$ cat src/source/rv_decode_pkg.sv
`default_nettype none

package rv_decode_pkg;

    // ~~~~~~~~~~~~~~~~~~~~~~~~~~~~~~~~~~~~~~~~~~~~~~~~~~~~~~~~~~~
    // opcodes and csr addresses
    // ~~~~~~~~~~~~~~~~~~~~~~~~~~~~~~~~~~~~~~~~~~~~~~~~~~~~~~~~~~~
    localparam logic [6:0] OP_LUI    = 7'b0110111;
    localparam logic [6:0] OP_AUIPC  = 7'b0010111;
    localparam logic [6:0] OP_JAL    = 7'b1101111;
    localparam logic [6:0] OP_JALR   = 7'b1100111;
    localparam logic [6:0] OP_BRANCH = 7'b1100011;
    localparam logic [6:0] OP_LOAD   = 7'b0000011;
    localparam logic [6:0] OP_STORE  = 7'b0100011;
    localparam logic [6:0] OP_IMM    = 7'b0010011;
    localparam logic [6:0] OP_REG    = 7'b0110011;
    localparam logic [6:0] OP_SYSTEM = 7'b1110011;

    localparam logic [11:0] CSR_MSTATUS = 12'h300;
    localparam logic [11:0] CSR_MTVEC   = 12'h305;
    localparam logic [11:0] CSR_MEPC    = 12'h341;
    localparam logic [11:0] CSR_MCAUSE  = 12'h342;

    // ~~~~~~~~~~~~~~~~~~~~~~~~~~~~~~~~~~~~~~~~~~~~~~~~~~~~~~~~~~~
    // instruction formats
    // ~~~~~~~~~~~~~~~~~~~~~~~~~~~~~~~~~~~~~~~~~~~~~~~~~~~~~~~~~~~
    typedef struct packed {
        logic [6:0] funct7;
        logic [4:0] rs2;
        logic [4:0] rs1;
        logic [2:0] funct3;
        logic [4:0] rd;
        logic [6:0] opcode;
    } r_fmt_t;

    typedef struct packed {
        logic [11:0] imm_11_0;
        logic [4:0]  rs1;
        logic [2:0]  funct3;
        logic [4:0]  rd;
        logic [6:0]  opcode;
    } i_fmt_t;

    typedef struct packed {
        logic [6:0] imm_11_5;
        logic [4:0] rs2;
        logic [4:0] rs1;
        logic [2:0] funct3;
        logic [4:0] imm_4_0;
        logic [6:0] opcode;
    } s_fmt_t;

    typedef struct packed {
        logic       imm_12;
        logic [5:0] imm_10_5;
        logic [4:0] rs2;
        logic [4:0] rs1;
        logic [2:0] funct3;
        logic [3:0] imm_4_1;
        logic       imm_11;
        logic [6:0] opcode;
    } b_fmt_t;

    typedef struct packed {
        logic [19:0] imm_31_12;
        logic [4:0]  rd;
        logic [6:0]  opcode;
    } u_fmt_t;

    typedef struct packed {
        logic       imm_20;
        logic [9:0] imm_10_1;
        logic       imm_11;
        logic [7:0] imm_19_12;
        logic [4:0] rd;
        logic [6:0] opcode;
    } j_fmt_t;

    typedef union packed {
        r_fmt_t r;
        i_fmt_t i;
        s_fmt_t s;
        b_fmt_t b;
        u_fmt_t u;
        j_fmt_t j;
    } inst_fmt_u;

    // ~~~~~~~~~~~~~~~~~~~~~~~~~~~~~~~~~~~~~~~~~~~~~~~~~~~~~~~~~~~
    // classification and bundles
    // ~~~~~~~~~~~~~~~~~~~~~~~~~~~~~~~~~~~~~~~~~~~~~~~~~~~~~~~~~~~
    typedef enum logic [2:0] {
        OPT_NONE = 3'd0,
        OPT_R,
        OPT_I,
        OPT_S,
        OPT_B,
        OPT_U,
        OPT_J,
        OPT_PRIV
    } optype_e;

    typedef enum logic [2:0] {
        CMP_EQ = 3'd0,
        CMP_NE,
        CMP_LT,
        CMP_GE,
        CMP_LTU,
        CMP_GEU
    } cmp_fn_e;

    typedef struct packed {
        logic [31:0] pc;
        logic [31:0] inst;
    } fetch_bus_t;

    typedef struct packed {
        logic [31:0] pc;
        logic [31:0] imm;
        logic [31:0] rs1_val;
        logic [31:0] rs2_val;
        logic [4:0]  rd;
        logic        br_taken;
        logic [11:0] csr_addr;
        logic [31:0] csr_val;
        optype_e     optype;
        logic [6:0]  opcode;
        logic [2:0]  funct3;
        logic [6:0]  funct7;
    } decode_bus_t;  // 198 bits.

endpackage

`default_nettype wire
$ cat src/source/decode_stage.sv
`timescale 1ns/1ps
`default_nettype none

module decode_stage #(
    parameter int NUM_REGS = 32               // 16 gives rv32e.
) (
    input  wire                          clk_i,
    input  wire                          rst_i,
    input  wire                          ifu_valid_i,
    input  wire rv_decode_pkg::fetch_bus_t ifu_bus_i,
    input  wire                          rf_we_i,
    input  wire [4:0]                    rf_waddr_i,
    input  wire [31:0]                   rf_wdata_i,
    input  wire                          csr_we_i,
    input  wire [11:0]                   csr_waddr_i,
    input  wire [31:0]                   csr_wdata_i,
    output rv_decode_pkg::decode_bus_t   decode_bus_o,
    output logic                         valid_o
);

    wire [4:0]  rs1_idx;
    wire [4:0]  rs2_idx;
    wire [31:0] rs1_val;
    wire [31:0] rs2_val;
    wire [11:0] csr_addr;
    wire [31:0] csr_val;

    inst_decode u_decode (
        .clk_i        (clk_i),
        .rst_i        (rst_i),
        .ifu_valid_i  (ifu_valid_i),
        .ifu_bus_i    (ifu_bus_i),
        .rs1_idx_o    (rs1_idx),
        .rs2_idx_o    (rs2_idx),
        .rs1_val_i    (rs1_val),
        .rs2_val_i    (rs2_val),
        .csr_addr_o   (csr_addr),
        .csr_val_i    (csr_val),
        .decode_bus_o (decode_bus_o),
        .valid_o      (valid_o)
    );

    reg_file #(
        .NUM_REGS (NUM_REGS)
    ) u_reg_file (
        .clk_i    (clk_i),
        .rst_i    (rst_i),
        .raddr1_i (rs1_idx),
        .raddr2_i (rs2_idx),
        .rdata1_o (rs1_val),
        .rdata2_o (rs2_val),
        .we_i     (rf_we_i),
        .waddr_i  (rf_waddr_i),
        .wdata_i  (rf_wdata_i)
    );

    csr_file u_csr_file (
        .clk_i   (clk_i),
        .rst_i   (rst_i),
        .raddr_i (csr_addr),
        .rdata_o (csr_val),
        .we_i    (csr_we_i),
        .waddr_i (csr_waddr_i),
        .wdata_i (csr_wdata_i)
    );

endmodule

`default_nettype wire

$ cat src/source/inst_decode.sv
`timescale 1ns/1ps
`default_nettype none

module inst_decode (
    input  wire                          clk_i,
    input  wire                          rst_i,
    input  wire                          ifu_valid_i,
    input  wire rv_decode_pkg::fetch_bus_t ifu_bus_i,
    output logic [4:0]                   rs1_idx_o,
    output logic [4:0]                   rs2_idx_o,
    input  wire [31:0]                   rs1_val_i,
    input  wire [31:0]                   rs2_val_i,
    output logic [11:0]                  csr_addr_o,
    input  wire [31:0]                   csr_val_i,
    output rv_decode_pkg::decode_bus_t   decode_bus_o,
    output logic                         valid_o
);

    rv_decode_pkg::fetch_bus_t held;
    logic                      valid_q;
    rv_decode_pkg::inst_fmt_u  inst;
    rv_decode_pkg::optype_e    optype;
    rv_decode_pkg::cmp_fn_e    cmp_fn;
    logic                      br_legal;
    logic                      cmp_result;
    logic [31:0]               imm_i;
    logic [31:0]               imm_s;
    logic [31:0]               imm_b;
    logic [31:0]               imm_u;
    logic [31:0]               imm_j;
    logic [31:0]               imm;

    // ~~~~~~~~~~~~~~~~~~~~~~~~~~~~~~~~~~~~~~~~~~~~~~~~~~~~~~~~~~~
    // input register
    // ~~~~~~~~~~~~~~~~~~~~~~~~~~~~~~~~~~~~~~~~~~~~~~~~~~~~~~~~~~~
    always_ff @(posedge clk_i) begin
        if (rst_i) begin
            valid_q <= 1'b0;
            held    <= '0;
        end else begin
            valid_q <= ifu_valid_i;           // one-cycle pulse per strobe.
            if (ifu_valid_i) begin
                held <= ifu_bus_i;
            end
        end
    end

    assign inst    = held.inst;
    assign valid_o = valid_q;

    // ~~~~~~~~~~~~~~~~~~~~~~~~~~~~~~~~~~~~~~~~~~~~~~~~~~~~~~~~~~~
    // format decode and immediates
    // ~~~~~~~~~~~~~~~~~~~~~~~~~~~~~~~~~~~~~~~~~~~~~~~~~~~~~~~~~~~
    assign imm_i = {{20{inst.i.imm_11_0[11]}}, inst.i.imm_11_0};
    assign imm_s = {{20{inst.s.imm_11_5[6]}}, inst.s.imm_11_5, inst.s.imm_4_0};
    assign imm_b = {{20{inst.b.imm_12}}, inst.b.imm_11, inst.b.imm_10_5,
                    inst.b.imm_4_1, 1'b0};
    assign imm_u = {inst.u.imm_31_12, 12'd0};
    assign imm_j = {{12{inst.j.imm_20}}, inst.j.imm_19_12, inst.j.imm_11,
                    inst.j.imm_10_1, 1'b0};

    always_comb begin
        case (inst.r.opcode)
            rv_decode_pkg::OP_LUI,
            rv_decode_pkg::OP_AUIPC:  optype = rv_decode_pkg::OPT_U;
            rv_decode_pkg::OP_JAL:    optype = rv_decode_pkg::OPT_J;
            rv_decode_pkg::OP_JALR,
            rv_decode_pkg::OP_LOAD,
            rv_decode_pkg::OP_IMM:    optype = rv_decode_pkg::OPT_I;
            rv_decode_pkg::OP_STORE:  optype = rv_decode_pkg::OPT_S;
            rv_decode_pkg::OP_BRANCH: optype = rv_decode_pkg::OPT_B;
            rv_decode_pkg::OP_REG:    optype = rv_decode_pkg::OPT_R;
            rv_decode_pkg::OP_SYSTEM: optype = rv_decode_pkg::OPT_PRIV;
            default:                  optype = rv_decode_pkg::OPT_NONE;
        endcase
    end

    always_comb begin
        case (optype)
            rv_decode_pkg::OPT_I: imm = imm_i;
            rv_decode_pkg::OPT_S: imm = imm_s;
            rv_decode_pkg::OPT_B: imm = imm_b;
            rv_decode_pkg::OPT_U: imm = imm_u;
            rv_decode_pkg::OPT_J: imm = imm_j;
            default:              imm = 32'd0;  // r, priv and unknown.
        endcase
    end

    // ~~~~~~~~~~~~~~~~~~~~~~~~~~~~~~~~~~~~~~~~~~~~~~~~~~~~~~~~~~~
    // branch resolution
    // ~~~~~~~~~~~~~~~~~~~~~~~~~~~~~~~~~~~~~~~~~~~~~~~~~~~~~~~~~~~
    always_comb begin
        br_legal = (inst.b.opcode == rv_decode_pkg::OP_BRANCH);
        case (inst.b.funct3)
            3'b000:  cmp_fn = rv_decode_pkg::CMP_EQ;
            3'b001:  cmp_fn = rv_decode_pkg::CMP_NE;
            3'b100:  cmp_fn = rv_decode_pkg::CMP_LT;
            3'b101:  cmp_fn = rv_decode_pkg::CMP_GE;
            3'b110:  cmp_fn = rv_decode_pkg::CMP_LTU;
            3'b111:  cmp_fn = rv_decode_pkg::CMP_GEU;
            default: begin
                cmp_fn   = rv_decode_pkg::CMP_EQ;
                br_legal = 1'b0;              // 010 and 011 are reserved.
            end
        endcase
    end

    branch_compare u_cmp (
        .a_i      (rs1_val_i),
        .b_i      (rs2_val_i),
        .fn_i     (cmp_fn),
        .result_o (cmp_result)
    );

    // ~~~~~~~~~~~~~~~~~~~~~~~~~~~~~~~~~~~~~~~~~~~~~~~~~~~~~~~~~~~
    // outputs
    // ~~~~~~~~~~~~~~~~~~~~~~~~~~~~~~~~~~~~~~~~~~~~~~~~~~~~~~~~~~~
    assign rs1_idx_o  = inst.r.rs1;
    assign rs2_idx_o  = inst.r.rs2;
    assign csr_addr_o = inst.i.imm_11_0;

    always_comb begin
        decode_bus_o.pc       = held.pc;
        decode_bus_o.imm      = imm;
        decode_bus_o.rs1_val  = rs1_val_i;
        decode_bus_o.rs2_val  = rs2_val_i;
        decode_bus_o.rd       = inst.r.rd;
        decode_bus_o.br_taken = br_legal & cmp_result;
        decode_bus_o.csr_addr = inst.i.imm_11_0;
        decode_bus_o.csr_val  = csr_val_i;
        decode_bus_o.optype   = optype;
        decode_bus_o.opcode   = inst.r.opcode;
        decode_bus_o.funct3   = inst.r.funct3;
        decode_bus_o.funct7   = inst.r.funct7;
    end

endmodule

`default_nettype wire

$ cat src/source/csr_file.sv
`timescale 1ns/1ps
`default_nettype none

module csr_file (
    input  wire        clk_i,
    input  wire        rst_i,
    input  wire [11:0] raddr_i,
    output logic [31:0] rdata_o,
    input  wire        we_i,
    input  wire [11:0] waddr_i,
    input  wire [31:0] wdata_i
);

    logic [31:0] mstatus;
    logic [31:0] mtvec;
    logic [31:0] mepc;
    logic [31:0] mcause;

    always_ff @(posedge clk_i) begin
        if (rst_i) begin
            mstatus <= 32'd0;
            mtvec   <= 32'd0;
            mepc    <= 32'd0;
            mcause  <= 32'd0;
        end else if (we_i) begin
            case (waddr_i)
                rv_decode_pkg::CSR_MSTATUS: mstatus <= wdata_i;
                rv_decode_pkg::CSR_MTVEC:   mtvec   <= wdata_i;
                rv_decode_pkg::CSR_MEPC:    mepc    <= wdata_i;
                rv_decode_pkg::CSR_MCAUSE:  mcause  <= wdata_i;
                default: ;                            // unimplemented, dropped.
            endcase
        end
    end

    always_comb begin
        case (raddr_i)
            rv_decode_pkg::CSR_MSTATUS: rdata_o = mstatus;
            rv_decode_pkg::CSR_MTVEC:   rdata_o = mtvec;
            rv_decode_pkg::CSR_MEPC:    rdata_o = mepc;
            rv_decode_pkg::CSR_MCAUSE:  rdata_o = mcause;
            default:                    rdata_o = 32'd0;
        endcase
    end

endmodule

`default_nettype wire

$ cat src/source/reg_file.sv
`timescale 1ns/1ps
`default_nettype none

module reg_file #(
    parameter int NUM_REGS = 32
) (
    input  wire        clk_i,
    input  wire        rst_i,
    input  wire [4:0]  raddr1_i,
    input  wire [4:0]  raddr2_i,
    output logic [31:0] rdata1_o,
    output logic [31:0] rdata2_o,
    input  wire        we_i,
    input  wire [4:0]  waddr_i,
    input  wire [31:0] wdata_i
);

    localparam int AW = $clog2(NUM_REGS);

    logic [31:0] regs [NUM_REGS];
    logic        wr_ok;
    logic        rd1_ok;
    logic        rd2_ok;

    // x0 is never written, so it keeps its reset value of zero.
    assign wr_ok  = we_i && (waddr_i != 5'd0) && (waddr_i < NUM_REGS);
    assign rd1_ok = (raddr1_i < NUM_REGS);
    assign rd2_ok = (raddr2_i < NUM_REGS);

    always_ff @(posedge clk_i) begin
        if (rst_i) begin
            for (int i = 0; i < NUM_REGS; i++) begin
                regs[i] <= 32'd0;
            end
        end else if (wr_ok) begin
            regs[waddr_i[AW-1:0]] <= wdata_i;
        end
    end

    // no bypass, a same-cycle write shows up after the edge.
    assign rdata1_o = rd1_ok ? regs[raddr1_i[AW-1:0]] : 32'd0;
    assign rdata2_o = rd2_ok ? regs[raddr2_i[AW-1:0]] : 32'd0;

endmodule

`default_nettype wire

$ cat src/source/branch_compare.sv
`timescale 1ns/1ps
`default_nettype none

module branch_compare (
    input  wire [31:0]              a_i,
    input  wire [31:0]              b_i,
    input  wire rv_decode_pkg::cmp_fn_e fn_i,
    output logic                    result_o
);

    logic [32:0] diff;
    logic        eq;
    logic        lt_s;
    logic        lt_u;

    assign diff = {1'b0, a_i} - {1'b0, b_i};  // bit 32 is the borrow.
    assign eq   = (diff[31:0] == 32'd0);
    assign lt_u = diff[32];

    // differing signs settle it directly, otherwise no overflow is possible.
    assign lt_s = (a_i[31] ^ b_i[31]) ? a_i[31] : diff[31];

    always_comb begin
        case (fn_i)
            rv_decode_pkg::CMP_EQ:  result_o = eq;
            rv_decode_pkg::CMP_NE:  result_o = ~eq;
            rv_decode_pkg::CMP_LT:  result_o = lt_s;
            rv_decode_pkg::CMP_GE:  result_o = ~lt_s;
            rv_decode_pkg::CMP_LTU: result_o = lt_u;
            rv_decode_pkg::CMP_GEU: result_o = ~lt_u;
            default:                result_o = 1'b0;
        endcase
    end

endmodule

`default_nettype wire

$ cat config.mk
export PLATFORM = sky130hd
export DESIGN_NAME = decode_stage
export DESIGN_NICKNAME = d
export VERILOG_FILES = /design/src/source/rv_decode_pkg.sv /design/src/source/decode_stage.sv /design/src/source/inst_decode.sv /design/src/source/csr_file.sv /design/src/source/reg_file.sv /design/src/source/branch_compare.sv
export SDC_FILE = /design/constraint.sdc
export NUM_CORES = 2
export LEC_CHECK = 0
export BUFFER_PORTS_ARGS = -buffer_cell sky130_fd_sc_hd__buf_2
export CAP_MARGIN = 20
export CELL_PAD_IN_SITES_DETAIL_PLACEMENT = 1
export CELL_PAD_IN_SITES_GLOBAL_PLACEMENT = 1
export CORE_UTILIZATION = 56
export DETAILED_ROUTE_END_ITERATION = 12
export PLACE_DENSITY = 0.84
export RECOVER_POWER = 100
export REMOVE_ABC_BUFFERS = 1
export SLEW_MARGIN = 10
export SYNTH_ARGS = -nofsm -noshare
export SYNTH_HDL_FRONTEND = slang
export SYNTH_SLANG_ARGS = --single-unit
export TNS_END_PERCENT = 10
$ cat constraint.sdc
create_clock -name clk_i -period 13.9 [get_ports clk_i]
set_input_delay 2.78 -clock clk_i [delete_from_list [all_inputs] [get_ports clk_i]]
set_output_delay 2.78 -clock clk_i [all_outputs]
set_load 0.05 [all_outputs]
==> results_dict.tcl <==
set metrics [dict create \
    layout_commonest_cell "edfxtp_1" \
    grt_max_degree 120 \
    globalRouteTotalUtil_pct 41.47 \
    max_freq_ghz 0.07774 \
    async_flop_share_pct 0 \
    via_per_inst 7.243 \
    worst_slew_pin_slew_ns 5.275 \
    syn_area_um2 64030 \
    ant_nets 0 \
    maxCapViolations 91 \
    final_cell_mix "edfxtp_1, and2_0, mux4_2" \
    initial_core_util_pct 56.68 \
    crit_arrival_ns 10.08 \
    failed_checks "max-capacitance violations, max-slew violations" \
    fin_nets 4860 \
    crit_slowest_cell "clkbuf_1" \
    cts_root_buf "clkbuf_16" \
    wl_per_cell_um 38.08 \
    cts_buffer_depth 3 \
    min_path_cells 2 \
    drive_above_1_share_pct 23.94 \
    hp-class "reg -> reg" \
    critPathBufInv 3 \
    worstSkewPairLatency_ns 0.76 \
    post-route-drc-count 0 \
    core_um2 113000 \
    hp-start "u_csr_file.mtvec[22]$_SDFFE_PP0P_" \
    required_ns 11.12 \
    ir_worst_vdd_mv 0.1294 \
    antenna_found_initial 40 \
    die_x_um 340.1 \
    vias 45698 \
    rrSetupSlack_ns 12.59 \
    path_delay_family "compound AO/OA/AOI/OAI gates" \
    crit_path_cell_trace "buf_12 > clkbuf_1 > mux4_2 > mux4_2 > mux2_1 > ha_1 > o21ai_0 > a21oi_1 > o21ai_0 > a21oi_1 > o21ai_0 > o2bb2ai_1 > fa_1 > nand3_1 > a221o_1 > a2111oi_0 > nand2_1 > a2111oi_0 > nand3_1 > nor3_1 > nand4b_1 > o22a_1 > a21oi_1 > clkbuf_1" \
    post_cts_resize_count 0 \
    synth.distinct_cells 80 \
    r2r_start "u_decode.inst[15]$_SDFFE_PP0P_" \
    end_kind "output pin" \
    skew_ns 0.009562 \
    die_area_um2 115700 \
    power_w 0.009632 \
    tritoncts "built" \
    rsz0062_at_grt "no" \
    post-cts-setup-buffer-count 0 \
    synth-seq-cells 1227 \
    cts_made_buffers 135 \
    dr.pass1.iters 9 \
    grt_pass1_wl_um 338200 \
    clk_pin_slew_ns 0.06 \
    cts_num_sinks 1227 \
    io_pins 349 \
    crit_type "reg -> out" \
    worst-path-max-fanout 48 \
    yosys_most_used_dff "edfxtp_1" \
    reg2reg_depth 2 \
    gp_congestion 0.9893 \
    p_per_area_nw_per_um2 135.4 \
    slowest_delay_ns 1.29 \
    p_leak_nw 23.22 \
    hold_violations 0 \
    die_h_um 340.1 \
    status "finished with violations" \
    detail_route.iter0.violations 7901 \
    ys_warn_count 0 \
    synth_edf_count 1024 \
    ctsHoldBuffers 0 \
    drt-total-wl_um 240300 \
    grt_pass1_vias 47063 \
    critPathLaunchType "flip-flop" \
    ys_seq_area_share_pct 54.37 \
    postSynthAreaPerCell_um2 14.30 \
    h-tree-depth 4 \
    worstHoldEndpoint "u_csr_file.mtvec[22]$_SDFFE_PP0P_" \
    synthCells 4478 \
    num_rows 123 \
    setup_violations 0 \
    setup_tns_ns 0 \
    syn2layout_area_growth_pct 11.13 \
    min_period_over_period_pct 92.55 \
    overflow 0 \
    fin_crit_ns 12.86 \
    slew_viol_final 2498 \
    relSlewSlack_pct -251.7 \
    place_hpwl_um 142200 \
    io_buffers 348 \
]
## flip-flops by register name, summed over array words and instances (netlist names), named ones only
register,count
u_csr_file.mepc,32
u_csr_file.mtvec,32
u_decode.inst,32
u_reg_file.regs,1024
u_decode.valid_o,1
u_csr_file.mcause,32
u_csr_file.mstatus,32
u_decode.decode_bus_o,32
## cells in the mapped netlist (4+ instances only)
library cell | n | area share (%)
mux2_2 | 32 | 0.56
nand2b_1 | 7 | 0.068
o21a_1 | 5 | 0.059
a21oi_1 | 163 | 1.3
nand4_1 | 7 | 0.068
a31oi_1 | 5 | 0.049
nand3_1 | 31 | 0.24
dfxtp_1 | 203 | 6.3
nor3_1 | 13 | 0.10
o31ai_1 | 5 | 0.059
nand2_1 | 362 | 2.1
mux2i_1 | 99 | 1.5
a22o_1 | 4 | 0.055
buf_2 | 14 | 0.11
a22oi_1 | 22 | 0.26
nor2b_1 | 6 | 0.059
clkbuf_1 | 355 | 2.1
mux4_2 | 640 | 23
o21ai_0 | 29 | 0.23
edfxtp_1 | 1024 | 48
a21o_1 | 21 | 0.25
nor3b_1 | 5 | 0.059
buf_4 | 7 | 0.082
and2_1 | 1002 | 9.8
a222oi_1 | 12 | 0.19
buf_1 | 55 | 0.32
nor4_1 | 6 | 0.059
or2_2 | 34 | 0.33
inv_1 | 44 | 0.26
xnor2_1 | 10 | 0.14
a211oi_1 | 10 | 0.12
o21bai_1 | 5 | 0.059
nand3b_1 | 7 | 0.082
ha_1 | 32 | 0.63
xor2_1 | 8 | 0.11
and3_1 | 4 | 0.039
nor2_1 | 126 | 0.74
## kinds of logic after synthesis
kind of cell | Yosys count | share of synthesized area, %
mux | 771 | 24.62
compound gates | 323 | 3.189
flops | 1227 | 54.37
buf+inv | 479 | 2.902
fa+ha+maj | 34 | 0.6879
simple gates | 1625 | 13.97
xor+xnor | 18 | 0.2462
other cells | 1 | 0.005857
## tightest hold or removal path, cell delays in order (launching register included)
cell,delay [ns]
dfxtp_1,0.30
nand2_1,0.05
a21oi_1,0.05
## worst max-delay path by stage
stage                         start          endpoint  slack, ns  depth (start not counted)
after floorplan           flip-flop  decode_bus_o[64]      -5.58                         26
after global placement    flip-flop  decode_bus_o[64]       2.49                         27
after detailed placement  flip-flop  decode_bus_o[64]       2.52                         27
after CTS                 flip-flop  decode_bus_o[64]       1.61                         26
after global routing      flip-flop  decode_bus_o[64]       0.63                         24
final                     flip-flop  decode_bus_o[64]       1.04                         24
## per-layer routing
layer / global-route usage, % / routed length [um] / share of wire, %
met1: 52.07 / 79040 / 33
met2: 63.58 / 110400 / 46
met3: 13.06 / 34410 / 14
met4: 24.68 / 16350 / 6.8
met5: 0 / 63 / 0.026
## report_power, final
part	internal [W]	total [W]	switching [W]
Sequential	0.00418	0.00433	0.000155
Clock	0.00202	0.00357	0.00155
Combinational	0.000604	0.00173	0.00113
Total	0.00680	0.00963	0.00283
## metrics by stage
| step | hold WS [ns] | cell area (um^2) | setup slack [ns] | utilization [%] | std cells |
|---|---|---|---|---|---|
| after floorplan | 0.4252 | 62450 | -5.585 | - | 4074 |
| after global placement | 0.4375 | 67370 | 2.488 | 59.64 | 6036 |
| after detailed placement | 0.4437 | 67370 | 2.520 | 59.64 | 6036 |
| after CTS | 0.4515 | 71620 | 1.613 | 63.40 | 6279 |
| after global routing | 0.4694 | 71110 | 0.6295 | 62.95 | 6294 |
| final | 0.4474 | 71150 | 1.036 | 62.98 | 6309 |
## area by class of cell
class | instances | area [um^2]
clock inverter | 74 | 659.4
clock buffer | 169 | 3591
tap | 1500 | 1877
antenna | 27 | 67.56
fill | 10476 | 41810
inverter | 44 | 165.2
multi-input combinational | 2803 | 27670
timing repair buffer | 465 | 2271
sequential | 1227 | 34850
Note: power is estimated with default switching activity, not from simulation.
